[src/design/soc_map_pkg.sv]
`default_nettype none

package soc_map_pkg;

  // core widths
  localparam int XLEN      = 32;
  localparam int REG_IDX_W = 5;

  // clint register map, word addresses
  localparam logic [XLEN-1:0] MTIMECMP_LO_ADDR = 32'h0200_4000;
  localparam logic [XLEN-1:0] MTIMECMP_HI_ADDR = 32'h0200_4004;
  localparam logic [XLEN-1:0] MTIME_LO_ADDR    = 32'h0200_bff8;
  localparam logic [XLEN-1:0] MTIME_HI_ADDR    = 32'h0200_bffc;

  // data ram geometry
  localparam int RAM_WORDS  = 256;
  localparam int RAM_ADDR_W = $clog2(RAM_WORDS);  // word index bits

  // request start to ready pulse, in cycles (2 or more)
  localparam int RAM_LATENCY = 2;
  localparam int RAM_CNT_W   = $clog2(RAM_LATENCY + 1);

endpackage

`default_nettype wire

[src/design/clint_timer.sv]
`timescale 1ns/10ps
`default_nettype none

module clint_timer (
  input  wire logic                         clk,
  input  wire logic                         rst,
  input  wire logic                         sel_i,
  input  wire logic                         we_i,
  input  wire logic [soc_map_pkg::XLEN-1:0] addr_i,
  input  wire logic [soc_map_pkg::XLEN-1:0] wdata_i,
  output logic [soc_map_pkg::XLEN-1:0]      rdata_o,
  output logic                              timer_irq_o
);

  import soc_map_pkg::*;

  logic [63:0] mtime;
  logic [63:0] mtimecmp;
  logic        wr_en;

  assign wr_en = sel_i & we_i;

  always_ff @(posedge clk or posedge rst) begin
    if (rst) begin
      mtime       <= '0;
      mtimecmp    <= '1;  // no interrupt until software programs it
      timer_irq_o <= 1'b0;
    end else begin
      mtime <= mtime + 64'd1;  // free running
      if (wr_en && addr_i == MTIMECMP_LO_ADDR) begin
        mtimecmp[31:0] <= wdata_i;
      end
      if (wr_en && addr_i == MTIMECMP_HI_ADDR) begin
        mtimecmp[63:32] <= wdata_i;
      end
      timer_irq_o <= (mtime >= mtimecmp);
    end
  end

  // read mux, answers in the same cycle
  always_comb begin
    rdata_o = '0;
    if (sel_i) begin
      case (addr_i)
        MTIME_LO_ADDR:    rdata_o = mtime[31:0];
        MTIME_HI_ADDR:    rdata_o = mtime[63:32];
        MTIMECMP_LO_ADDR: rdata_o = mtimecmp[31:0];
        MTIMECMP_HI_ADDR: rdata_o = mtimecmp[63:32];
        default:          rdata_o = '0;
      endcase
    end
  end

endmodule

`default_nettype wire

[config.mk]
export PLATFORM = sky130hd
export DESIGN_NAME = clint_timer
export DESIGN_NICKNAME = d
export VERILOG_FILES = /design/src/design/soc_map_pkg.sv /design/src/design/clint_timer.sv
export SDC_FILE = /design/constraint.sdc
export NUM_CORES = 1
export LEC_CHECK = 0
export BUFFER_PORTS_ARGS = -buffer_cell sky130_fd_sc_hd__buf_4
export CORE_ASPECT_RATIO = 0.8
export CORE_UTILIZATION = 55
export CTS_CLUSTER_SIZE = 14
export DETAILED_ROUTE_END_ITERATION = 12
export PLACE_DENSITY = 0.76
export SLEW_MARGIN = 20
export SYNTH_ARGS = -nofsm -noshare
export SYNTH_HDL_FRONTEND = slang
export SYNTH_SLANG_ARGS = --single-unit
[constraint.sdc]
create_clock -name clk -period 4.17 [get_ports clk]
set_clock_uncertainty 0.15 [all_clocks]
set_input_delay 0.2085 -clock clk [delete_from_list [all_inputs] [get_ports clk]]
set_output_delay 0.2085 -clock clk [all_outputs]
set_load 0.01 [all_outputs]
==> flow_summary.toml <==
[status]
status = "complete, but fails checks"
violations = "DRC"

[logic_synthesis]
syn_avg_cell_area_um2 = 10.1
synth-seq-cells = 129
ys_types = 55
syn-cell-area_um2 = 8160
yosys_warnings = 0
yosysTopAreaCellShare_pct = 20.6
synth_ff_type = "dfrtp_1"
synth_edf_count = 0
synthCells = 808
async_reset_ff_share_pct = 100
syn_nets = 941
synth_area_leaders = "dfstp_2 21%, dfrtp_1 20%, ha_1 10%, mux2_2 4.7%, mux2_1 4.1%"
synth_largest_area_cell = "dfstp_2"
ys_seq_area_share_pct = 40.6

[clock_network]
cts_made_buffers = 17
cts.htree.levels = 4
ctsHoldBuffers = 33
clk_pin_slew_ns = 0.06
postCtsSetupBuffers = 0
cts_resized = 0
cts.sinks = 129
cts_tree = "yes"
clockBufferDepth = 2
ctsRootBufferMaster = "clkbuf_16"
clock_latency_ns = 0.44

[worst_setup_path]
cp_max_fo = 19
worst-r2r-cell-count = 6
worstSetupEndpoint = "rdata_o[0]"
startpoint = "addr_i[26]"
path_class = "in -> out"
end_kind = "primary output"
worst-path-stages = 9
rr_endpoint = "mtime[49]"
ff2ff_setup_slack_ns = 1.37
crit_top_cell = "buf_4"
crit_chain = "buf_4 > or4_4 > nor3_4 > buf_4 > and3_1 > buf_4 > a22oi_1 > nor2_1 > buf_4"
critPathRequiredTime_ns = 3.81
slowest_delay_ns = 0.59
cp_slowest_cell = "and3_1"
critPathLaunchType = "input port"
cp_top_family = "simple AND/OR/NAND/NOR gates"
crit_arrival_ns = 2.78
r2r-start = "mtime[2]"
crit_buf_inv = 4

[placement]
placed_area_um2 = 9040
dp_hpwl_mm = 15.5
place_inst = 1066
gp_congestion = 0.903
port-buffer-count = 100

[drt]
vias = 6923
firstDrtPassIters = 11
drt_iter0_drc = 909
wl_mm = 22.3
drcViolationCount = 22
ant_nets = 0
viasPerCell = 6.12
avgRoutedWirePerCell_um = 19.7

[floorplanning]
die-area_um2 = 15300
dieWidth_um = 138
die_h_um = 111
placementRows = 39
core_um2 = 14400
start_util_pct = 56.7
pin_count = 101

[sta]
max_freq_ghz = 0.318
worst_pin_slew_ns = 0.981
slew_violations = 0
setup_viol = 0
min_period_ns = 3.14
finalSetupTns_ns = 0
final_min_period_over_clock_period_pct = 75.4
finalHoldViolCount = 0
slew_headroom_pct = 34.6
rsz0062_at_grt = "no"

[layout]
final_util_pct = 69.0
drive_gt1_share_pct = 27.1
nets = 1067
finalNonFillerCells = 1131
flow.area_growth_from_synthesis_pct = 21.7
n_antenna_cell = 0
finalInstanceArea_um2 = 9930

[global_route]
grt_pass1_vias = 6711
track_usage_pct = 30.7
antenna_found_initial = 0
grt_max_degree = 84
grt_overflow = 0
grt_pass1_wl_mm = 36.4

[power_and_ir_drop]
p_leak_nw = 4.46
max-vdd-ir-drop_v = 0.000280
finalPower_mw = 2.79
powerDensity_nw_per_um2 = 281

[run]
max-cap-violations = 0

[hold_path]
hp-class = "in -> reg"
worst min-delay path, stage by stage:
cell and delay, ns:
buf_4 0.12, nand4_1 0.11, nor2_4 0.11, mux2_1 0.21
final cells by class:
cell class                      instances  area (um2)
Fill cell                            1096        4470
Clock buffer                           26         499
Timing Repair Buffer                  143        1170
Multi-Input combinational cell        571        4390
Tap cell                              184         230
Clock inverter                          6        55.1
Sequential cell                       129        3310
Inverter                               72         273
worst min-delay path by stage:
stage          startpoint      endpoint  slack (ns)  depth (start not counted)
6_report            sel_i  mtimecmp[38]        0.21                          4
5_1_grt             sel_i  mtimecmp[43]        0.22                          4
4_1_cts             sel_i  mtimecmp[38]        0.19                          4
3_5_place_dp          rst     mtime[58]        0.18                          2
3_3_place_gp          rst     mtime[58]        0.17                          2
2_1_floorplan  wdata_i[2]  mtimecmp[34]        0.19                          1
synth_stat cells (26+ instances only):
cell type,count
nand2_1,50
mux2_1,30
nor2_1,56
inv_1,71
xor2_1,28
ha_1,65
dfrtp_1,65
xnor2_1,34
a22oi_1,38
dfstp_2,64
nand3_1,56
mux2_2,34
nand4_1,26
cells by family (layout without fill, tap and decap cells):
logic type | after synthesis | count (layout) | synth area share, %
and+or+nand+nor | 256 | 256 | 17.0
DFF | 129 | 129 | 40.6
AOI/OAI and AO/OA | 124 | 124 | 11.2
buffers and inverters | 108 | 247 | 5.78
adders and majority gates | 65 | 65 | 9.97
muxes | 64 | 64 | 8.84
xor gates and xnor gates | 62 | 62 | 6.66
through the flow:
stage                     setup slack (ns)  hold slack [ns]
after detailed placement              1.13            0.176
final                                 1.03            0.207
after global routing                 0.925            0.218
after CTS                             1.13            0.195
after global placement                1.19            0.172
after floorplan                      0.476            0.195
per-layer routing:
metal | track usage (%) | vias up | wire length (um)
met5 | 0 | - | 0
met4 | 10.6 | 0 | 422
met3 | 7.21 | 39 | 2020
met2 | 45.2 | 348 | 9870
met1 | 44.4 | 3364 | 10000
li1 | - | 3172 | -
registers in the layout (all words and copies together) (netlist names):
name / flops
mtime: 64
mtimecmp: 64
timer_irq_o: 1
cells in the final DEF, fill, tap and decap left out, types with 25 or more instances in the layout:
cell type and count:
nor2_1 55, dlygate4sd3_1 33, nand3_1 56, ha_1 65
dfstp_2 64, a22oi_1 38, inv_1 70, xor2_1 28
nand4_1 26, nand2_1 50, xnor2_1 34, buf_4 109
dfrtp_1 65, mux2_1 30, mux2_2 34, a21oi_1 25
power by group:
| group | internal, mW | switching [mW] | leakage (nW) | total [mW] |
|---|---|---|---|---|
| logic | 0.0655 | 0.0564 | 2.64 | 0.122 |
| registers | 1.26 | 0.00000000508 | 1.55 | 1.26 |
| clock network | 0.876 | 0.540 | 0.278 | 1.42 |
| total | 2.20 | 0.597 | 4.46 | 2.79 |
Power figures use the tool's default switching activity.
