### src/design/soc_map_pkg.sv
`default_nettype none

package soc_map_pkg;

  // core widths
  localparam int XLEN      = 32;
  localparam int REG_IDX_W = 5;

  // clint register map, word addresses
  localparam logic [XLEN-1:0] MTIMECMP_LO_ADDR = 32'h0200_4000;
  localparam logic [XLEN-1:0] MTIMECMP_HI_ADDR = 32'h0200_4004;
  localparam logic [XLEN-1:0] MTIME_LO_ADDR    = 32'h0200_bff8;
  localparam logic [XLEN-1:0] MTIME_HI_ADDR    = 32'h0200_bffc;

  // data ram geometry
  localparam int RAM_WORDS  = 256;
  localparam int RAM_ADDR_W = $clog2(RAM_WORDS);  // word index bits

  // request start to ready pulse, in cycles (2 or more)
  localparam int RAM_LATENCY = 2;
  localparam int RAM_CNT_W   = $clog2(RAM_LATENCY + 1);

endpackage

`default_nettype wire

### src/design/lsu_pkg.sv
`default_nettype none

package lsu_pkg;

  // memory operation code from execute
  typedef enum logic [3:0] {
    NONE = 4'd0,
    LB   = 4'd1,
    LBU  = 4'd2,
    LH   = 4'd3,
    LHU  = 4'd4,
    LW   = 4'd5,
    SB   = 4'd6,
    SH   = 4'd7,
    SW   = 4'd8
  } memop_e;

  // decoded controls
  typedef struct packed {
    logic       is_load;
    logic       is_store;
    logic       is_none;
    logic [2:0] size;       // one-hot: [0] byte, [1] half, [2] word
    logic       is_signed;  // sign-extend loads
  } ls_ctrl_t;

  // stage input from execute
  typedef struct packed {
    logic [soc_map_pkg::XLEN-1:0]      inst_addr;
    logic [soc_map_pkg::REG_IDX_W-1:0] rd_idx;
    memop_e                            mem_op;
    logic [soc_map_pkg::XLEN-1:0]      alu_data;  // address or alu result
    logic [soc_map_pkg::XLEN-1:0]      rs2_data;
  } mem_in_t;

  // request to data ram
  typedef struct packed {
    logic [soc_map_pkg::XLEN-1:0] addr;
    logic [soc_map_pkg::XLEN-1:0] wdata;  // already lane-shifted
    logic [3:0]                   mask;
    logic                         write;  // first valid cycle of a store only
    logic                         valid;
  } mem_req_t;

  // writeback record
  typedef struct packed {
    logic [soc_map_pkg::XLEN-1:0]      inst_addr;
    logic [soc_map_pkg::REG_IDX_W-1:0] rd_idx;
    logic [soc_map_pkg::XLEN-1:0]      data;
  } wb_t;

endpackage

`default_nettype wire

### src/design/lsu_request.sv
`timescale 1ns/10ps
`default_nettype none

module lsu_request (
  input  wire logic                         clk,
  input  wire logic                         rst,
  input  wire lsu_pkg::ls_ctrl_t            ctrl_i,
  input  wire logic [soc_map_pkg::XLEN-1:0] addr_i,
  input  wire logic [soc_map_pkg::XLEN-1:0] rs2_i,
  input  wire logic                         ram_ready_i,
  output lsu_pkg::mem_req_t                 req_o,
  output logic                              clint_sel_o,
  output logic                              clint_we_o,
  output logic [soc_map_pkg::XLEN-1:0]      clint_addr_o,
  output logic [soc_map_pkg::XLEN-1:0]      clint_wdata_o,
  output logic                              stall_o
);

  import soc_map_pkg::*;

  logic       mem_op;
  logic       in_clint;
  logic       ram_op;
  logic [3:0] size_mask;
  logic       write_sent;  // store already issued to the ram

  assign mem_op = ctrl_i.is_load | ctrl_i.is_store;

  // clint window
  assign in_clint = (addr_i == MTIME_LO_ADDR)    |
                    (addr_i == MTIME_HI_ADDR)    |
                    (addr_i == MTIMECMP_LO_ADDR) |
                    (addr_i == MTIMECMP_HI_ADDR);

  assign ram_op = mem_op & ~in_clint;

  assign size_mask = ({4{ctrl_i.size[0]}} & 4'b0001) |
                     ({4{ctrl_i.size[1]}} & 4'b0011) |
                     ({4{ctrl_i.size[2]}} & 4'b1111);

  always_comb begin
    req_o.addr  = addr_i;
    req_o.mask  = size_mask << addr_i[1:0];
    req_o.wdata = rs2_i << {addr_i[1:0], 3'b000};  // move data onto its byte lanes
    req_o.valid = ram_op & ~ram_ready_i;
    req_o.write = ctrl_i.is_store & req_o.valid & ~write_sent;
  end

  // clint side, done in one cycle
  assign clint_sel_o   = mem_op & in_clint;
  assign clint_we_o    = ctrl_i.is_store & in_clint;
  assign clint_addr_o  = addr_i;
  assign clint_wdata_o = rs2_i;

  assign stall_o = req_o.valid;

  // valid stays up for the whole access, the write bit only once
  always_ff @(posedge clk or posedge rst) begin
    if (rst) begin
      write_sent <= 1'b0;
    end else if (ram_ready_i) begin
      write_sent <= 1'b0;  // access finished
    end else if (req_o.write) begin
      write_sent <= 1'b1;
    end
  end

endmodule

`default_nettype wire

### config.mk
export PLATFORM = sky130hd
export DESIGN_NAME = lsu_request
export DESIGN_NICKNAME = d
export VERILOG_FILES = /design/src/design/soc_map_pkg.sv /design/src/design/lsu_pkg.sv /design/src/design/lsu_request.sv
export SDC_FILE = /design/constraint.sdc
export NUM_CORES = 1
export LEC_CHECK = 0
export BUFFER_PORTS_ARGS = -buffer_cell sky130_fd_sc_hd__buf_2
export CAP_MARGIN = 20
export CORE_AREA = 5 5 79 81
export DETAILED_ROUTE_END_ITERATION = 8
export DIE_AREA = 0 0 84 86
export GPL_TIMING_DRIVEN = 0
export HOLD_SLACK_MARGIN = 0.03
export PLACE_DENSITY = 0.76
export SLEW_MARGIN = 15
export SYNTH_ARGS = -nofsm -noshare
export SYNTH_HDL_FRONTEND = slang
export SYNTH_SLANG_ARGS = --single-unit
export TNS_END_PERCENT = 50
### constraint.sdc
create_clock -name clk -period 2.28 [get_ports clk]
set_clock_uncertainty 0.1 [all_clocks]
set_input_delay 0.342 -clock clk [delete_from_list [all_inputs] [get_ports clk]]
set_output_delay 0.342 -clock clk [all_outputs]
set_load 0.005 [all_outputs]
==> results.cfg <==
[run_status]
outcome = finished clean

[pwr]
cellPowerDensity_nw_per_um2 = 197.1
total_power_mw = 0.5149
total_switching_power_mw = 0.2159
share_seq_of_total_power_pct = 4.0
cellLeakagePower_nw = 1.596
switching_power_as_a_share_of_total_power_pct = 41.93
irDropWorstVdd_mv = 0.1087
p_comb_share_pct = 96.0
clockPowerShare_pct = 0
power_report.internal_total_mw = 0.2990

[sta]
post-route-worst-setup-slack_ns = 0.1373
grt_setup_unrepaired = false
fin_crit_sh_pct = 93.98
report.final.slew_viol_count = 0
slew-limit-headroom_pct = 51.04
setup_viol = 0
timing_hold_violations_final = 0
tns_ns = 0
max_freq_mhz = 466.7
final_period_minus_worst_setup_slack_ns = 2.143
tightestPinTransition_ns = 0.7317
fin_worst_hold_slack_ns = 0.07554

[synthesis]
synth_edf_count = 0
netlist.top_cell.by_area = sky130_fd_sc_hd__buf_4
netlist_top_cells_count = sky130_fd_sc_hd__buf_4 (97), sky130_fd_sc_hd__mux2i_1 (16), sky130_fd_sc_hd__nor2_1 (15), sky130_fd_sc_hd__a211oi_1 (10), sky130_fd_sc_hd__a21oi_1 (10)
synth_area_leaders = sky130_fd_sc_hd__buf_4 (49%), sky130_fd_sc_hd__mux2i_1 (11%), sky130_fd_sc_hd__a211oi_1 (5.1%)
muxShareOfSynthArea_pct = 10.79
yosys_warnings = 0
dominantRegCellSynth = sky130_fd_sc_hd__dfrtp_1
yosys.cell_count.top_type = sky130_fd_sc_hd__buf_4
synth_nets = 289
async_flop_share_pct = 100.0
synthXorXnorAreaFrac_pct = 0
post-synth-top-area-fraction_pct = 49.07
synth_compound_gate_area_share_pct = 13.41
synth_adder_area_share_pct = 0
ys_seq_area_share_pct = 1.686
synthSimpleGateAreaFrac_pct = 22.51
synthCells = 215
syn_area_um2 = 1484
synth_area_per_cell_um2 = 6.902
synth_top_family_by_area = buffers and inverters
synth_seq_cells = 1
post_synth_num_cell_types = 27

[cells_and_area]
post_route_cells_drive_above_1_share_pct = 73.46
largest_registers_ranked_by_flip_flop_count = write_sent x1
antenna_cells = 0
largest_reg_flops = 1
finalNonFillerCells = 494
synthToLayoutAreaGrowth_pct = 76.05
largest-register = write_sent
nFillCells = 564
final_net_count = 498

[routing]
via_count = 2123
detail_route.first_pass.iterations = 4
final_antenna_net_count = 0
route.detailed.drc = 0
routed_wire_length_um = 7162
drtIter0Drc = 24
routed_wire_length_per_instance_um = 14.50
avgViaCountPerCell = 4.298

[setup_path]
critical_path.top_delay_family = simple AND/OR/NAND/NOR gates
cp_cell_sequence = buf_2 -> nand3b_1 -> or4_4 -> a21oi_2 -> nor3_1 -> buf_4 -> buf_2
worst-endpoint-arrival_ns = 1.70
crit_top_cell = sky130_fd_sc_hd__buf_2
worst_setup_path_start_kind = input pin
critical_path.max_fanout = 4
worst_ep_required_time_ns = 1.84
critPathBufInv = 3
timing.setup.critical_path_class = input pin to primary output
reg2reg_setup_slack_ns = 1.38
critPathMaxStageDelay_ns = 0.53
end_kind = primary output
slowest_cell_on_the_critical_path = sky130_fd_sc_hd__or4_4

[global_routing]
antenna_found_initial = 0
first_global_vias = 2170
pin_count_of_the_biggest_net_entering_global_routing = 11
grt_overflow_total = 0
grt_pass1_wl_um = 10870
track_usage_pct = 17.87

[clock_tree]
post_cts_resized = 0
clk_latency_ns = 0
cts_setup_buffers = 0
cts-hold-fix-buffers = 0
cts.reportedPaths.clkPinSlew_ns = 0

[place]
gpl.final_weighted_congestion = 0.8791
placement.io_buffers = 207
pre_cts_slack_ns = 0.02692
hpwlAfterDp_um = 6273
placed_cells_incl_taps = 494

[floorplanning]
floorplan.core_area_um2 = 5405
initial_core_util_pct = 27.45
floorplan.die.width_um = 84
floorplan.die.height_um = 86
floorplan.rows = 27
ios = 211
dieArea_um2 = 7224

[job]
cap_viol_max_count = 0

[min_path]
worst_hold_path_type = input pin to async pin
-- worst paths after layout --
kind | to | cells after the start | startpoint
worst max-delay path | req_o[0] | 7 | addr_i[14]
worst min-delay path | write_sent$_DFFE_PP0P_ | 2 | rst
worst max register to register | write_sent$_DFFE_PP0P_ | 2 | write_sent$_DFFE_PP0P_
worst min register to register | write_sent$_DFFE_PP0P_ | 2 | write_sent$_DFFE_PP0P_
max in group asynchronous | write_sent$_DFFE_PP0P_ | 2 | rst
min in group clk | write_sent$_DFFE_PP0P_ | 2 | ram_ready_i
-- metrics by stage --
stage	instance area, µm²	util (%)
after global placement	2610	48.29
after CTS	2610	48.29
after floorplan	1484	-
after global routing	2613	48.33
after detailed placement	2610	48.29
final	2613	48.33
-- routing by layer --
layer	track usage (%)	vias to the layer above	share of wire (%)
met5	0	-	0
met4	0	0	0
met3	7.877	0	14
met2	35.50	132	52
met1	18.32	943	34
li1	-	1048	-
-- power by group through the flow --
stage / clock network, mW / logic, mW / registers, mW
after floorplan: 0 / 0.239 / 0.0200
after global placement: 0 / 0.494 / 0.0203
after detailed placement: 0 / 0.498 / 0.0204
after CTS: 0 / 0.501 / 0.0204
after global routing: 0 / 0.545 / 0.0205
final: 0 / 0.495 / 0.0204
-- cell usage in the layout, fill, tap and decap left out, drive strengths merged, types with 2 or more instances in the layout --
cell type	instances
a211oi	10
o21ai	7
nor2b	9
nor4b	2
and2	9
nor2	15
a21oi	11
nand4	4
nand2	8
clkbuf	3
nor4	6
a21o	2
buf	309
nor3	2
mux2i	16
-- layout make-up --
cell class                      instances  area (µm²)  share of cell area (%)
Timing Repair Buffer                  207        1036                   39.65
Buffer                                105       762.0                   29.17
Multi-Input combinational cell        108       695.7                   26.63
Tap cell                               72       90.09                   3.448
Sequential cell                         1       25.02                  0.9579
Inverter                                1       3.754                  0.1437
-- cell families after synthesis --
| group | count (synthesis) |
|---|---|
| and+or+nand+nor | 60 |
| AOI/OAI and AO/OA | 32 |
| DFF | 1 |
| muxes | 16 |
| buffers and inverters | 106 |
Power figures use the tool's default switching activity.
