**config.mk**
```make
export PLATFORM = sky130hd
export DESIGN_NAME = memop_decode
export DESIGN_NICKNAME = d
export VERILOG_FILES = /design/src/design/soc_map_pkg.sv /design/src/design/lsu_pkg.sv /design/src/design/memop_decode.sv
export SDC_FILE = /design/constraint.sdc
export NUM_CORES = 1
export LEC_CHECK = 0
export BUFFER_PORTS_ARGS = -buffer_cell sky130_fd_sc_hd__buf_2
export CORE_AREA = 2 2 39 41
export DETAILED_ROUTE_END_ITERATION = 10
export DIE_AREA = 0 0 41 43
export PLACE_DENSITY = 0.3
export SLEW_MARGIN = 10
export SYNTH_ARGS = -nofsm -noshare
export SYNTH_HDL_FRONTEND = slang
export SYNTH_SLANG_ARGS = --single-unit
```
**constraint.sdc**
```tcl
create_clock -name vclk -period 1
set_clock_uncertainty 0.15 [all_clocks]
set_input_delay 0.05 -clock vclk [all_inputs]
set_output_delay 0.05 -clock vclk [all_outputs]
set_load 0.03 [all_outputs]
```
**src/design/soc_map_pkg.sv**
```systemverilog
`default_nettype none

package soc_map_pkg;

  // core widths
  localparam int XLEN      = 32;
  localparam int REG_IDX_W = 5;

  // clint register map, word addresses
  localparam logic [XLEN-1:0] MTIMECMP_LO_ADDR = 32'h0200_4000;
  localparam logic [XLEN-1:0] MTIMECMP_HI_ADDR = 32'h0200_4004;
  localparam logic [XLEN-1:0] MTIME_LO_ADDR    = 32'h0200_bff8;
  localparam logic [XLEN-1:0] MTIME_HI_ADDR    = 32'h0200_bffc;

  // data ram geometry
  localparam int RAM_WORDS  = 256;
  localparam int RAM_ADDR_W = $clog2(RAM_WORDS);  // word index bits

  // request start to ready pulse, in cycles (2 or more)
  localparam int RAM_LATENCY = 2;
  localparam int RAM_CNT_W   = $clog2(RAM_LATENCY + 1);

endpackage

`default_nettype wire

```
**src/design/lsu_pkg.sv**
```systemverilog
`default_nettype none

package lsu_pkg;

  // memory operation code from execute
  typedef enum logic [3:0] {
    NONE = 4'd0,
    LB   = 4'd1,
    LBU  = 4'd2,
    LH   = 4'd3,
    LHU  = 4'd4,
    LW   = 4'd5,
    SB   = 4'd6,
    SH   = 4'd7,
    SW   = 4'd8
  } memop_e;

  // decoded controls
  typedef struct packed {
    logic       is_load;
    logic       is_store;
    logic       is_none;
    logic [2:0] size;       // one-hot: [0] byte, [1] half, [2] word
    logic       is_signed;  // sign-extend loads
  } ls_ctrl_t;

  // stage input from execute
  typedef struct packed {
    logic [soc_map_pkg::XLEN-1:0]      inst_addr;
    logic [soc_map_pkg::REG_IDX_W-1:0] rd_idx;
    memop_e                            mem_op;
    logic [soc_map_pkg::XLEN-1:0]      alu_data;  // address or alu result
    logic [soc_map_pkg::XLEN-1:0]      rs2_data;
  } mem_in_t;

  // request to data ram
  typedef struct packed {
    logic [soc_map_pkg::XLEN-1:0] addr;
    logic [soc_map_pkg::XLEN-1:0] wdata;  // already lane-shifted
    logic [3:0]                   mask;
    logic                         write;  // first valid cycle of a store only
    logic                         valid;
  } mem_req_t;

  // writeback record
  typedef struct packed {
    logic [soc_map_pkg::XLEN-1:0]      inst_addr;
    logic [soc_map_pkg::REG_IDX_W-1:0] rd_idx;
    logic [soc_map_pkg::XLEN-1:0]      data;
  } wb_t;

endpackage

`default_nettype wire

```
**src/design/memop_decode.sv**
```systemverilog
`timescale 1ns/10ps
`default_nettype none

module memop_decode (
  input  wire lsu_pkg::memop_e mem_op_i,
  output lsu_pkg::ls_ctrl_t    ctrl_o
);

  import lsu_pkg::*;

  logic op_lb;
  logic op_lbu;
  logic op_lh;
  logic op_lhu;
  logic op_lw;
  logic op_sb;
  logic op_sh;
  logic op_sw;

  // one compare per operation
  assign op_lb  = (mem_op_i == LB);
  assign op_lbu = (mem_op_i == LBU);
  assign op_lh  = (mem_op_i == LH);
  assign op_lhu = (mem_op_i == LHU);
  assign op_lw  = (mem_op_i == LW);
  assign op_sb  = (mem_op_i == SB);
  assign op_sh  = (mem_op_i == SH);
  assign op_sw  = (mem_op_i == SW);

  always_comb begin
    ctrl_o.is_load   = op_lb | op_lbu | op_lh | op_lhu | op_lw;
    ctrl_o.is_store  = op_sb | op_sh | op_sw;
    // anything unrecognised falls back to none
    ctrl_o.is_none   = ~(ctrl_o.is_load | ctrl_o.is_store);
    ctrl_o.size[0]   = op_lb | op_lbu | op_sb;
    ctrl_o.size[1]   = op_lh | op_lhu | op_sh;
    ctrl_o.size[2]   = op_lw | op_sw;
    ctrl_o.is_signed = op_lb | op_lh;  // word loads need no extension
  end

endmodule

`default_nettype wire

```
==> results of run 1 <==
==> timing repair <==
item	4_1_cts	5_1_grt
endpoints found under the setup margin	6	6
pin swaps	6	3
gates resized for setup	19	9
setup buffers	0	1
endpoints found under the hold margin	0	0
==> stage by stage <==
step	area, µm²	setup WS, ns	hold slack [ns]	std cells	setup TNS (ns)
6_report	343	-0.0343	0.252	48	-0.0885
5_1_grt	343	-0.0608	0.269	48	-0.212
2_1_floorplan	130	-0.105	0.00723	16	-0.340
4_1_cts	294	-0.0639	0.218	47	-0.118
3_3_place_gp	231	-0.0902	0.293	47	-0.408
3_5_place_dp	231	-0.122	0.309	47	-0.529
==> power breakdown <==
group,switching (mW),internal [mW]
registers,0,0
logic,0.0821,0.0858
clock network,0,0
total,0.0821,0.0858
==> per-layer routing <==
layer	part of all wire [%]	GRT usage, %
met5	0	0
met1	47	8.23
met4	0	0
met3	9.3	0
met2	43	9.06
==> synth_stat cells, drive strengths merged <==
library cell  n
nand2b        1
buf           1
a21oi         3
a21o          1
nor3          1
xor2          1
nand3b        1
and3b         1
nor3b         1
or3b          3
nand2         1
a211oi        1
==> path summary, 6_finish.rpt <==
path	startpoint	endpoint	slack, ns	cells past startpoint
max	mem_op_i[2]	ctrl_o[3]	-0.03	4
min	mem_op_i[2]	ctrl_o[0]	0.25	3
==> placed cells by master, fill, tap and decap left out, drive strengths merged <==
master / n
buf: 17
or3b: 3
a21oi: 3
nor3: 1
a211oi: 1
and3b: 1
a21o: 1
xor2: 1
nand2b: 1
nand2: 1
nand3b: 1
nor3b: 1
==> critical path: stages <==
cell and delay [ns]:
buf_8 0.11, or3b_1 0.38, a21oi_2 0.15, buf_6 0.15
==> area by class of cell <==
type               instances  area, µm²
repair buffers            17        173
multi-input cells         15        150
fillers                  157       1040
well taps                 16       20.0
==> cells by family after synthesis <==
logic type	synth area share [%]
compound gates	26.6
xor+xnor	7.45
buf+inv	9.57
simple gates	56.4
==> results.json, run 1 <==
{
  "hold_viol_final": 0,
  "cp_data_arrival_time_ns": 0.83,
  "initial_utilization_pct": 8.50,
  "cts_hold_repair.buffers": 0,
  "antenna_cells": 0,
  "drive_gt1_share_pct": 84.4,
  "hp-class": "primary input to output port",
  "netlist_area_um2": 118,
  "start_kind": "primary input",
  "maxSlewViolCount": 0,
  "status": "complete, but fails checks",
  "die_h_um": 43,
  "rows": 14,
  "synth.net_count": 20,
  "synth_top_area_share_pct": 22.3,
  "yosysUniqueCellTypes": 12,
  "synthTopCellsByArea": "or3b_1, a21oi_1, buf_6",
  "place_congestion": 0.592,
  "cellLeakagePower_nw": 0.147,
  "regArea_um2": 0,
  "period_share_pct": 103,
  "grt_overflow": 0,
  "period_minus_slack_ns": 1.03,
  "hpwl_um": 343,
  "die_w_um": 41,
  "violations": "setup timing",
  "drc": 0,
  "grt_max_degree": 9,
  "synth_area_per_cell_um2": 7.35,
  "vdd_drop_max_mv": 0.249,
  "synthCells": 16,
  "yosysWarnings": 0,
  "max_slew_margin_pct": 89.7,
  "drv_cap": 0,
  "num_vias": 191,
  "ioPinCount": 11,
  "io_buffers": 11,
  "yosys.area.top_type": "or3b_1",
  "die_area_um2": 1760,
  "required_ns": 0.80,
  "setup_ws_ns": -0.0343,
  "grt.total_usage_pct": 5.49,
  "synth-seq-area-share_pct": 0,
  "worst_setup_path_end_kind": "output port",
  "vias_per_cell": 3.98,
  "core_um2": 1380,
  "p_total_mw": 0.168,
  "routed_wl_um": 483,
  "area.growth.synth_to_final_pct": 191,
  "wire_per_inst_um": 10.1,
  "fmax_ghz": 0.967,
  "rsz0062_at_grt": "yes",
  "power_density_nw_per_um2": 490,
  "worst_pin_slew_ns": 0.154,
  "antenna_found_initial": 0,
  "grt_pass1_vias": 167,
  "path_class": "primary input to output port",
  "postLayoutCoreUtil_pct": 24.8,
  "nClkBuffers": 0,
  "drtPass1Iterations": 1,
  "grt_pass1_wl_um": 738,
  "ant_nets": 0,
  "cp_max_fo": 7,
  "flops_and_latches": 0,
  "dr.first_iter.drc_count": 0,
  "setup_viol": 3,
  "nets": 38
}
(Power assumes the default switching activity.)
==> inputs of run 2 (changes only) <==
Settings changed: GPL_TIMING_DRIVEN set to 0.
==> run 2 against run 1 <==
The flow still finishes with violations (setup timing). Setup slack got worse by 0.011 ns. Non-clock buffer count fell by 2. First-iteration DRC count did not move. Highest routed layer unchanged. Critical path depth did not move. Worst hold slack got worse by 0.032 ns. Critical endpoint unchanged. Combinational power fell by 5%.
==> results.json, run 2 (same netlist as run 1, synthesis figures left out) <==
{
  "design_area_um2": 325,
  "nClkBuffers": 0,
  "core_um2": 1380,
  "die_area_um2": 1760,
  "cts_hold_repair.buffers": 0,
  "flops_and_latches": 0,
  "hp-class": "primary input to output port",
  "final_cells": 46,
  "setup_ws_ns": -0.0457,
  "grt.total_usage_pct": 5.79,
  "power_density_nw_per_um2": 493,
  "p_comb_share_pct": 100.0,
  "initial_utilization_pct": 8.50,
  "hold_viol_final": 0,
  "wire_per_inst_um": 9.78,
  "status": "complete, but fails checks",
  "setup_viol": 3,
  "path_class": "primary input to output port",
  "die_h_um": 43,
  "drv_cap": 0,
  "cellLeakagePower_nw": 0.139,
  "grt_pass1_wl_um": 793,
  "io_buffers": 10,
  "ant_nets": 0,
  "grt_pass1_vias": 185,
  "max_slew_margin_pct": 83.5,
  "grt_overflow": 0,
  "die_w_um": 41,
  "worst_pin_slew_ns": 0.246,
  "maxSlewViolCount": 0,
  "period_share_pct": 105,
  "vias_per_cell": 4.04,
  "cp_max_fo": 8,
  "grt_max_degree": 10,
  "drive_gt1_share_pct": 80.0,
  "antenna_found_initial": 0,
  "cp_data_arrival_time_ns": 0.85,
  "worst_setup_path_end_kind": "output port",
  "nets": 36,
  "dpl_worst_slack_ns": -0.124,
  "antenna_cells": 0,
  "ioPinCount": 11,
  "p_int_mw": 0.0823,
  "drtPass1Iterations": 1,
  "regArea_um2": 0,
  "p_total_mw": 0.160,
  "required_ns": 0.80,
  "place_congestion": 0.528,
  "rsz0062_at_grt": "yes",
  "layout_common_cells": "buf_6, buf_8, buf_4",
  "period_minus_slack_ns": 1.05,
  "dr.first_iter.drc_count": 0,
  "layout_commonest_cell": "buf_6",
  "rows": 14,
  "area.growth.synth_to_final_pct": 177,
  "place_area_um2": 200,
  "drc": 0,
  "hold_ws_ns": 0.220,
  "start_kind": "primary input",
  "nFillCells": 153,
  "p_sw_share_pct": 48.7,
  "fmax_ghz": 0.956,
  "clockPowerShare_pct": 0,
  "p_switching_mw": 0.0782,
  "num_vias": 186,
  "violations": "setup timing",
  "sequentialPowerShare_pct": 0,
  "dp.cells": 42,
  "routed_wl_um": 450,
  "vdd_drop_max_mv": 0.171,
  "multi_input_area_um2": 140
}
run 2: cell types whose count changed in the layout (fill, tap and decap cells not counted):
cell / before / now
or3b_1: 2 / 1
xor2_1: 0 / 1
buf_8: 2 / 3
a211oi_1: 0 / 1
a211oi_2: 1 / 0
or3b_4: 1 / 2
xor2_2: 1 / 0
buf_4: 6 / 3
run 2: path summary, 6_finish.rpt:
path	startpoint	slack [ns]	depth (start not counted)	endpoint
max	mem_op_i[0]	-0.05	4	ctrl_o[3]
min	mem_op_i[3]	0.22	3	ctrl_o[2]
run 2: per-stage QoR:
step                      util [%]  TNS (ns)
final                         23.5    -0.124
after global placement        14.5    -0.464
after detailed placement      14.5    -0.591
after global routing          23.5    -0.257
after floorplan                  -    -0.340
after CTS                     21.2    -0.134
run 2: final cells by class:
type               instances  area share (%)
plain buffers              1            4.62
multi-input cells         15            43.1
well taps                 16            6.15
repair buffers            14            46.2
run 2: metal layers:
metal / up-vias / global-route usage, % / routed length (µm)
met3: 0 / 0 / 48
met4: 0 / 0 / 0
met2: 11 / 9.06 / 177
li1: 88 / - / -
met1: 87 / 9.18 / 224
met5: - / 0 / 0
run 2: worst max-delay path, cell delays in order:
cell	delay, ns
buf_12	0.11
or3b_4	0.38
a21oi_2	0.16
buf_6	0.14
run 2: power by group through the flow:
stage | Clock, mW | Sequential [mW] | Combinational (mW)
3_5_place_dp | 0 | 0 | 0.103
5_1_grt | 0 | 0 | 0.172
3_3_place_gp | 0 | 0 | 0.101
2_1_floorplan | 0 | 0 | 0.0695
6_report | 0 | 0 | 0.160
4_1_cts | 0 | 0 | 0.144
run 2: repair_timing:
item / CTS / global route
endpoints found under the setup margin: 6 / 5
resized for setup: 19 / 8
pin swaps: 6 / 5
hold endpoints to repair: 0 / 0
setup buffers: 4 / 0
gates cloned: 0 / 0
