`src/design/soc_map_pkg.sv`:
```
`default_nettype none

package soc_map_pkg;

  // core widths
  localparam int XLEN      = 32;
  localparam int REG_IDX_W = 5;

  // clint register map, word addresses
  localparam logic [XLEN-1:0] MTIMECMP_LO_ADDR = 32'h0200_4000;
  localparam logic [XLEN-1:0] MTIMECMP_HI_ADDR = 32'h0200_4004;
  localparam logic [XLEN-1:0] MTIME_LO_ADDR    = 32'h0200_bff8;
  localparam logic [XLEN-1:0] MTIME_HI_ADDR    = 32'h0200_bffc;

  // data ram geometry
  localparam int RAM_WORDS  = 256;
  localparam int RAM_ADDR_W = $clog2(RAM_WORDS);  // word index bits

  // request start to ready pulse, in cycles (2 or more)
  localparam int RAM_LATENCY = 2;
  localparam int RAM_CNT_W   = $clog2(RAM_LATENCY + 1);

endpackage

`default_nettype wire

```
`src/design/lsu_pkg.sv`:
```
`default_nettype none

package lsu_pkg;

  // memory operation code from execute
  typedef enum logic [3:0] {
    NONE = 4'd0,
    LB   = 4'd1,
    LBU  = 4'd2,
    LH   = 4'd3,
    LHU  = 4'd4,
    LW   = 4'd5,
    SB   = 4'd6,
    SH   = 4'd7,
    SW   = 4'd8
  } memop_e;

  // decoded controls
  typedef struct packed {
    logic       is_load;
    logic       is_store;
    logic       is_none;
    logic [2:0] size;       // one-hot: [0] byte, [1] half, [2] word
    logic       is_signed;  // sign-extend loads
  } ls_ctrl_t;

  // stage input from execute
  typedef struct packed {
    logic [soc_map_pkg::XLEN-1:0]      inst_addr;
    logic [soc_map_pkg::REG_IDX_W-1:0] rd_idx;
    memop_e                            mem_op;
    logic [soc_map_pkg::XLEN-1:0]      alu_data;  // address or alu result
    logic [soc_map_pkg::XLEN-1:0]      rs2_data;
  } mem_in_t;

  // request to data ram
  typedef struct packed {
    logic [soc_map_pkg::XLEN-1:0] addr;
    logic [soc_map_pkg::XLEN-1:0] wdata;  // already lane-shifted
    logic [3:0]                   mask;
    logic                         write;  // first valid cycle of a store only
    logic                         valid;
  } mem_req_t;

  // writeback record
  typedef struct packed {
    logic [soc_map_pkg::XLEN-1:0]      inst_addr;
    logic [soc_map_pkg::REG_IDX_W-1:0] rd_idx;
    logic [soc_map_pkg::XLEN-1:0]      data;
  } wb_t;

endpackage

`default_nettype wire

```
`src/design/load_extend.sv`:
```
`timescale 1ns/10ps
`default_nettype none

module load_extend (
  input  wire lsu_pkg::mem_in_t             in_i,
  input  wire lsu_pkg::ls_ctrl_t            ctrl_i,
  input  wire logic                         clint_sel_i,
  input  wire logic                         ram_ready_i,
  input  wire logic [soc_map_pkg::XLEN-1:0] ram_rdata_i,
  input  wire logic [soc_map_pkg::XLEN-1:0] clint_rdata_i,
  output lsu_pkg::wb_t                      wb_o
);

  import soc_map_pkg::*;

  logic [XLEN-1:0] raw;
  logic [XLEN-1:0] shifted;
  logic [XLEN-1:0] ext;

  always_comb begin
    // ram data only counts in the ready cycle
    if (clint_sel_i) begin
      raw = clint_rdata_i;
    end else begin
      raw = ram_ready_i ? ram_rdata_i : '0;
    end

    shifted = raw >> {in_i.alu_data[1:0], 3'b000};  // addressed byte to bit 0

    if (ctrl_i.size[0]) begin
      ext = {{(XLEN-8){ctrl_i.is_signed & shifted[7]}}, shifted[7:0]};
    end else if (ctrl_i.size[1]) begin
      ext = {{(XLEN-16){ctrl_i.is_signed & shifted[15]}}, shifted[15:0]};
    end else begin
      ext = shifted;
    end
  end

  always_comb begin
    wb_o.inst_addr = in_i.inst_addr;
    wb_o.rd_idx    = in_i.rd_idx;
    if (ctrl_i.is_none) begin
      wb_o.data = in_i.alu_data;  // alu result passes straight on
    end else if (ctrl_i.is_load) begin
      wb_o.data = ext;
    end else begin
      wb_o.data = '0;  // stores write nothing back
    end
  end

endmodule

`default_nettype wire

```
`config.mk`:
```
export PLATFORM = sky130hd
export DESIGN_NAME = load_extend
export DESIGN_NICKNAME = d
export VERILOG_FILES = /design/src/design/soc_map_pkg.sv /design/src/design/lsu_pkg.sv /design/src/design/load_extend.sv
export SDC_FILE = /design/constraint.sdc
export NUM_CORES = 1
export LEC_CHECK = 0
export BUFFER_PORTS_ARGS = -buffer_cell sky130_fd_sc_hd__clkbuf_2
export CELL_PAD_IN_SITES_DETAIL_PLACEMENT = 0
export CELL_PAD_IN_SITES_GLOBAL_PLACEMENT = 1
export CORE_UTILIZATION = 17
export DETAILED_ROUTE_END_ITERATION = 8
export PLACE_DENSITY = 0.85
export SETUP_SLACK_MARGIN = 0.3
export SYNTH_ARGS = -nofsm -noshare
export SYNTH_HDL_FRONTEND = slang
export SYNTH_SLANG_ARGS = --single-unit
```
`constraint.sdc`:
```
create_clock -name vclk -period 1.8
set_input_delay 0.18 -clock vclk [all_inputs]
set_output_delay 0.18 -clock vclk [all_outputs]
set_load 0.02 [all_outputs]
```
==> metrics.txt, run 1 <==
placed insts=497; status=complete, but fails checks; row count=35; sequential area share after synthesis=0; hold_buf cts=0; hold_ws=0.360 ns; Pwr Density=308 nW/um2; critical path launch point type=primary input; Final Max Slew Viols=0; CP required=1.62 ns; VDD IR-drop max=106 uV; routed vias=2471; vias per cell=4.78; layout net count=568; final hold vios=0; wirelength, routed=8640 um; Crit Path Class=primary input to output pin; Finished Core Util=0.367; non-filler cells, final=517; number of global-route vias before repair=2359; Core ar.=9240 um2; max cap viols=0; share of the synthesized area in the top cell type=0.172; Seq cells=0; CP endpoint kind=output pin; GRT Overall Usage=0.152; setup_tns=-0.797 ns; P&R area growth vs syn=110%; period utilisation layout=1.04; critical path arrival=1.69 ns; Hold EP=wb_o[39]; Mean Syn Cell Area=6.22 um2; setup ws final=-0.0698 ns; Die Wd=99.5 um; Port-buffer cells=135; initial core utilization=0.175; Seq. cell area=0 um2; Synth cell types=35; Die Area=9900 um2; pin count of the biggest net entering global routing=33; f_max=535 MHz; fin crit period=1.87 ns; Final ANT Viol Nets=0; GP Congestion=0.830; DRC viols=0; Pre-antenna DRT Iters=4; WL per Instance=16.7 um; HPWL after detailed placement=6460 um; DR iter-0 viols=76; total power=1.04 mW; area leader, netlist=buf_4; max_slew headroom=0.681; GRT overflow=0; failing checks=setup timing; initial antenna violation count=0; Synth Instances=260; ratio of cells with drive above 1 in the final layout=0.691; Hold Crit Start=in_i[75]; synth warn=0; unrepaired setup endpoints after global routing=yes; # diodes=0; Pleak=1.51 nW; io pins=247; Final setup viols=22; die span in y=99.5 um; Syn Nets=438; Mapped Area=1620 um2; CP max FO=8; worst hold path class=primary input to output pin; first-pass GRT wire length=12000 um; Synth area leaders=buf_4 17%, a221oi_1 12%, o21ai_0 8.4%, nand2_1 7.9%, a22oi_1 6.5%; worst slew pin tran=0.476 ns; WHS Path Cells=0; clock buf count=0
-- worst max-delay path: stages --
cell and delay [ns]:
buf_8 0.11, buf_6 0.11, nand3b_1 0.20, a21o_1 0.20
and4_4 0.21, or3b_4 0.38, a22oi_2 0.13, clkbuf_8 0.17
-- metrics by stage --
step                      worst slack (ns)  instance area (um2)
after CTS                          -0.0760                 2930
after floorplan                     0.0860                 1770
final                              -0.0698                 3390
after global placement              -0.160                 2490
after detailed placement            -0.176                 2490
after global routing                -0.163                 3390
-- worst max path at each step --
stage / end / cells after the start / slack (ns) / startpoint
finish: wb_o[31] / 8 / -0.07 / clint_sel_i
global route: wb_o[31] / 9 / -0.16 / clint_sel_i
CTS: wb_o[18] / 10 / -0.08 / clint_sel_i
detailed placement: wb_o[31] / 8 / -0.18 / clint_sel_i
global placement: wb_o[31] / 8 / -0.16 / clint_sel_i
floorplan: wb_o[31] / 7 / 0.09 / in_i[32]
-- cell usage in the layout (no fill, tap or decap), drive strengths merged, types with 2 or more instances in the layout --
cell type,synthesis,final
a211oi,7,7
a21o,2,2
a21oi,19,19
a221oi,22,22
a22oi,15,15
buf,50,71
clkbuf,10,117
inv,4,4
mux2i,8,8
nand2,34,34
nand2b,2,2
nand3b,2,2
nor2,12,12
nor2b,2,2
nor3,8,8
o21a,7,7
o21ai,38,38
o31a,7,7
-- kinds of logic after synthesis --
family,share of synthesized area
compound gates,0.511
mux,0.0495
buf+inv,0.247
simple gates,0.193
-- what timing repair did --
action | CTS | global route
buffers inserted | 7 | 8
cloned | 0 | 5
pin swaps | 26 | 25
resized for setup | 88 | 74
setup endpoints to repair | 32 | 32
-- report_power, final --
| part | internal [mW] | total [mW] | switching, mW |
|---|---|---|---|
| Sequential | 0 | 0 | 0 |
| Combinational | 0.520 | 1.04 | 0.524 |
| Clock | 0 | 0 | 0 |
-- cell type report --
type,count,area (um2)
Timing Repair Buffer,188,1510
Tap cell,129,161
Fill cell,972,5850
Inverter,4,15.0
Multi-Input combinational cell,196,1700
-- Yosys cell counts, drive strengths merged, types with 2 or more instances --
cell type and instances:
a211oi 7, a21o 2, a21oi 19, a221oi 22
a22oi 15, buf 50, clkbuf 10, inv 4
mux2i 8, nand2 34, nand2b 2, nand3b 2
nor2 12, nor2b 2, nor3 8, o21a 7
o21ai 38, o31a 7
-- metal layers --
layer / global-route usage / vias up / share of wire
met5: 0 / - / 0
met3: 0.00703 / 14 / 0.042
met1: 0.182 / 1142 / 0.41
met2: 0.302 / 105 / 0.54
met4: 0.0215 / 0 / 0.011
li1: - / 1210 / -
No activity file was read; power rests on OpenSTA's default activity.
==> inputs of run 2 (changes only) <==
--- a/config.mk
+++ b/config.mk
@@ -5,12 +5,13 @@
 export SDC_FILE = /design/constraint.sdc
 export NUM_CORES = 1
 export LEC_CHECK = 0
+export ABC_AREA = 1
 export BUFFER_PORTS_ARGS = -buffer_cell sky130_fd_sc_hd__clkbuf_2
 export CELL_PAD_IN_SITES_DETAIL_PLACEMENT = 0
 export CELL_PAD_IN_SITES_GLOBAL_PLACEMENT = 1
-export CORE_UTILIZATION = 17
+export CORE_UTILIZATION = 18
 export DETAILED_ROUTE_END_ITERATION = 8
-export PLACE_DENSITY = 0.85
+export PLACE_DENSITY = 0.83
 export SETUP_SLACK_MARGIN = 0.3
 export SYNTH_ARGS = -nofsm -noshare
 export SYNTH_HDL_FRONTEND = slang
==> metrics.txt, run 2 <==
row count=37 (+5.7%); CP max FO=6 (-2); Synth Instances=403 (+55%); Synth area leaders=nand2_1 37%, buf_4 15%, nand3_1 11%, o21ai_0 6.1%, o211ai_1 5.0%; Pre-antenna DRT Iters=4 (unchanged); Synth cell types=26 (-26%); top cells by count, synth=195 x nand2_1, 43 x nand3_1, 40 x buf_4; most frequent cells in the layout=148 x nand2_1, 101 x clkbuf_2, 34 x nand2_2; WL per Instance=15.3 um (-8.6%); max cap viols=0 (unchanged); Mapped Area=1960 um2 (+21%); Final ANT Viol Nets=0 (unchanged); layout net count=690 (+21%); Final Max Slew Viols=0 (unchanged); # diodes=0 (unchanged); area leader, netlist=nand2_1; number of global-route vias before repair=2676 (+13%); critical path launch point type=primary input; die span in y=106 um (+7.0%); non-filler cells, final=646 (+25%); f_max=610 MHz (+14%); CP required=1.62 ns (about the same); Pleak=1.88 nW (+24%); Pwr Density=285 nW/um2 (-7.5%); Die Area=11300 um2 (+14%); Seq. cell area=0 um2 (unchanged); Die Wd=106 um (+7.0%); worst hold path class=primary input to output pin; Fill cells=1177 (+21%); critical path arrival=1.46 ns (-0.23 ns); final hold vios=0 (unchanged); unrepaired setup endpoints after global routing=yes; DR iter-0 viols=157 (+110%); status=completed; setup_tns=0 ns (+0.797 ns); Mean Syn Cell Area=4.87 um2 (-22%); CP endpoint kind=output pin; HPWL after detailed placement=6880 um (+6.5%); clock buf count=0 (unchanged); initial core utilization=0.188 (+0.0127); max_slew headroom=0.771 (+0.0898); Port-buffer cells=135 (unchanged); VDD IR-drop max=88.8 uV (-16%); period utilisation layout=0.910 (-0.128); Seq cells=0 (unchanged); GRT Overall Usage=0.154 (+0.00220); GRT overflow=0 (unchanged); share of the synthesized area in the top cell type=0.373 (+0.201); commonest non-fill, non-tap cell in the layout=nand2_1; DRC viols=0 (unchanged); Crit Path Class=primary input to output pin; sequential area share after synthesis=0 (unchanged); pin count of the biggest net entering global routing=32 (-3.0%); Syn Nets=581 (+33%); Final setup viols=0 (-100%); P&R area growth vs syn=80.5%; placed insts=626 (+26%); Core ar.=10500 um2 (+13%); synth warn=0 (unchanged); worst slew pin tran=0.344 ns (-0.133 ns); routed vias=2972 (+20%); vias per cell=4.60 (-3.7%); wirelength, routed=9870 um (+14%); GP Congestion=0.791 (-4.7%); io pins=247 (unchanged); first-pass GRT wire length=13700 um (+14%); initial antenna violation count=0 (unchanged); ratio of cells with drive above 1 in the final layout=0.527 (-0.163); most numerous cell in the Yosys netlist=nand2_1; fin crit period=1.64 ns (-0.231 ns)
[run 2: final cells by class]
cell class,instances,area [um2],area share
repair buffers,165,1300,0.366
well taps,136,170,0.0480
repair inverters,3,31.3,0.00883
multi-input cells,318,1910,0.538
inverters,24,138,0.0388
[run 2: layer usage]
layer | track usage | part of all wire | up-vias
met4 | 0.0372 | 0.027 | 0
li1 | - | - | 1483
met2 | 0.293 | 0.50 | 134
met1 | 0.189 | 0.42 | 1331
met3 | 0.00736 | 0.058 | 24
met5 | 0 | 0 | -
[run 2: path summary, 6_finish.rpt]
check	start	to	slack, ns	cells past startpoint
setup / recovery	ram_ready_i	wb_o[29]	0.16	13
hold / removal	in_i[71]	wb_o[35]	0.36	0
[run 2: report_power, final]
group          total (mW)  internal [mW]  leakage [nW]  switching, mW
sequential              0              0             0              0
combinational        1.01          0.451          1.88          0.558
clock                   0              0             0              0
total                1.01          0.451          1.88          0.558
[run 2: cell families (layout without fill, tap and decap cells)]
group           count (synthesis)  count (layout)  synth area share
compound gates                 64              64             0.191
buf+inv                        87             192             0.269
simple gates                  252             254             0.540
[run 2: worst max-delay path, cell delays in order]
cell and delay (ns):
clkbuf_16 0.14, buf_6 0.12, nand2_4 0.05, nand2_4 0.06, nand3_2 0.06, nand3_2 0.10, nand3_4 0.11, nand2_4 0.07
nand2_8 0.16, clkinv_8 0.09, nand2_1 0.09, nand2_1 0.06, buf_4 0.15
[run 2: per-stage QoR]
step | hold slack, ns | utilization | setup WS (ns) | total power, mW | cell area, um2
global placement | 0.360 | 0.243 | -0.0120 | 0.701 | 2540
floorplan | 0.473 | - | 0.332 | 0.545 | 1970
CTS | 0.360 | 0.300 | 0.155 | 0.880 | 3140
detailed placement | 0.360 | 0.243 | -0.0227 | 0.702 | 2540
finish | 0.360 | 0.339 | 0.161 | 1.01 | 3540
global route | 0.360 | 0.339 | 0.0608 | 1.09 | 3540
[run 2: repair_timing]
action	4_1_cts	5_1_grt
buffers inserted	10	1
resized for setup	123	111
hold buffers	0	0
pin swaps	40	38
setup endpoints to repair	31	31
gates cloned	7	2
==> inputs of run 3 (changes only) <==
--- a/config.mk
+++ b/config.mk
@@ -11,7 +11,7 @@
 export CELL_PAD_IN_SITES_GLOBAL_PLACEMENT = 1
 export CORE_UTILIZATION = 18
 export DETAILED_ROUTE_END_ITERATION = 8
-export PLACE_DENSITY = 0.83
+export PLACE_DENSITY_LB_ADDON = 0.1
 export SETUP_SLACK_MARGIN = 0.3
 export SYNTH_ARGS = -nofsm -noshare
 export SYNTH_HDL_FRONTEND = slang
==> metrics.txt, run 3 (same netlist as run 2, synthesis figures left out) <==
DR iter-0 viols=126 (-20%); CP endpoint kind=output pin; vias per cell=4.45 (-3.2%); Pwr Density=282 nW/um2 (-0.85%); CP max FO=7 (+1); wirelength, routed=9180 um (-7.0%); Fill cells=1246 (+5.9%); Seq. cell area=0 um2 (unchanged); die span in y=106 um (unchanged); WL per Instance=14.2 um (-7.1%); io pins=247 (unchanged); routed vias=2880 (-3.1%); Finished Core Util=0.323 (-0.0154); DRC viols=0 (unchanged); fin crit period=1.72 ns (+0.0804 ns); Crit Path Class=primary input to output pin; ratio of cells with drive above 1 in the final layout=0.505 (-0.0226); Pleak=1.84 nW (-2.1%); worst hold path class=primary input to output pin; Port-buffer cells=135 (unchanged); initial core utilization=0.188 (unchanged); GRT overflow=0 (unchanged); max cap viols=0 (unchanged); CP required=1.62 ns (about the same); unrepaired setup endpoints after global routing=yes; critical path launch point type=primary input; met2 usage=0.276 (-0.0176); hold_buf cts=0 (unchanged); period utilisation layout=0.955 (+0.0447); setup_tns=0 ns (unchanged); Final setup viols=0 (unchanged); worst slew pin tran=0.461 ns (+0.117 ns); Die Area=11300 um2 (unchanged); number of global-route vias before repair=2903 (+8.5%); Final Max Slew Viols=0 (unchanged); layout net count=691 (+0.14%); max_slew headroom=0.692 (-0.0785); Place WS=-0.0244 ns (-0.00171 ns); hold_ws=0.360 ns (+0.00000100 ns); VDD IR-drop max=105 uV (+18%); HPWL after detailed placement=7060 um (+2.6%); critical path arrival=1.54 ns (+0.08 ns); commonest non-fill, non-tap cell in the layout=nand2_1; first-pass GRT wire length=14600 um (+6.9%); final hold vios=0 (unchanged); GP Congestion=0.771 (-2.6%); met3 Use GR=0.0147 (+0.00736); clock buf count=0 (unchanged); total power=0.955 mW (-5.4%); f_max=582 MHz (-4.7%); row count=37 (unchanged); P&R area growth vs syn=72.3%; setup ws final=0.0808 ns (-0.0804 ns); status=completed; GRT Overall Usage=0.159 (+0.00465); Pre-antenna DRT Iters=4 (unchanged); GR peak layer=met2; most frequent cells in the layout=166 x nand2_1, 101 x clkbuf_2, 28 x buf_4; pin count of the biggest net entering global routing=32 (unchanged); Seq cells=0 (unchanged); # diodes=0 (unchanged); Die Wd=106 um (unchanged); met1 usage=0.221 (+0.0322); initial antenna violation count=0 (unchanged); Final ANT Viol Nets=0 (unchanged); Core ar.=10500 um2 (unchanged)
run 3: critical path, cell delays in order:
cell and delay [ns]:
buf_8 0.10, buf_12 0.13, nor2_8 0.17, buf_12 0.17, nand2_4 0.05, o211ai_1 0.13
nand3_1 0.16, nand2_1 0.09, nand2_1 0.05, nand2_1 0.05, nand2_1 0.06, nand2_1 0.07
clkbuf_8 0.14
run 3: power breakdown:
part	internal [mW]	switching (mW)	leakage, nW
Clock	0	0	0
Sequential	0	0	0
Combinational	0.430	0.525	1.84
run 3: repair_timing:
action                                  CTS  global route
pin swaps                                36            52
endpoints found under the hold margin     0             0
endpoints found under the setup margin   30            32
resized for setup                       107            85
buffers inserted                         10             5
gates cloned                              6             0
run 3: stage by stage:
stage | instance area [um2] | instances
after global routing | 3380 | 647
after floorplan | 1970 | 403
final | 3380 | 647
after detailed placement | 2530 | 626
after CTS | 3090 | 642
after global placement | 2530 | 626
run 3: final timing paths:
path | cells past startpoint | slack [ns] | start | to
setup / recovery | 13 | 0.08 | clint_sel_i | wb_o[22]
hold / removal | 0 | 0.36 | in_i[68] | wb_o[32]
run 3: layer usage:
metal	vias to the layer above	wire (um)
met5	-	0
met4	0	42
met3	10	524
met2	85	4330
met1	1300	4290
li1	1485	-
run 3: layout make-up:
class                           instances  area (um2)  area share
Timing Repair Buffer                  166        1230       0.365
Tap cell                              136         170      0.0503
Inverter                               24         110      0.0326
Multi-Input combinational cell        318        1840       0.545
Timing Repair inverter                  3        23.8     0.00703
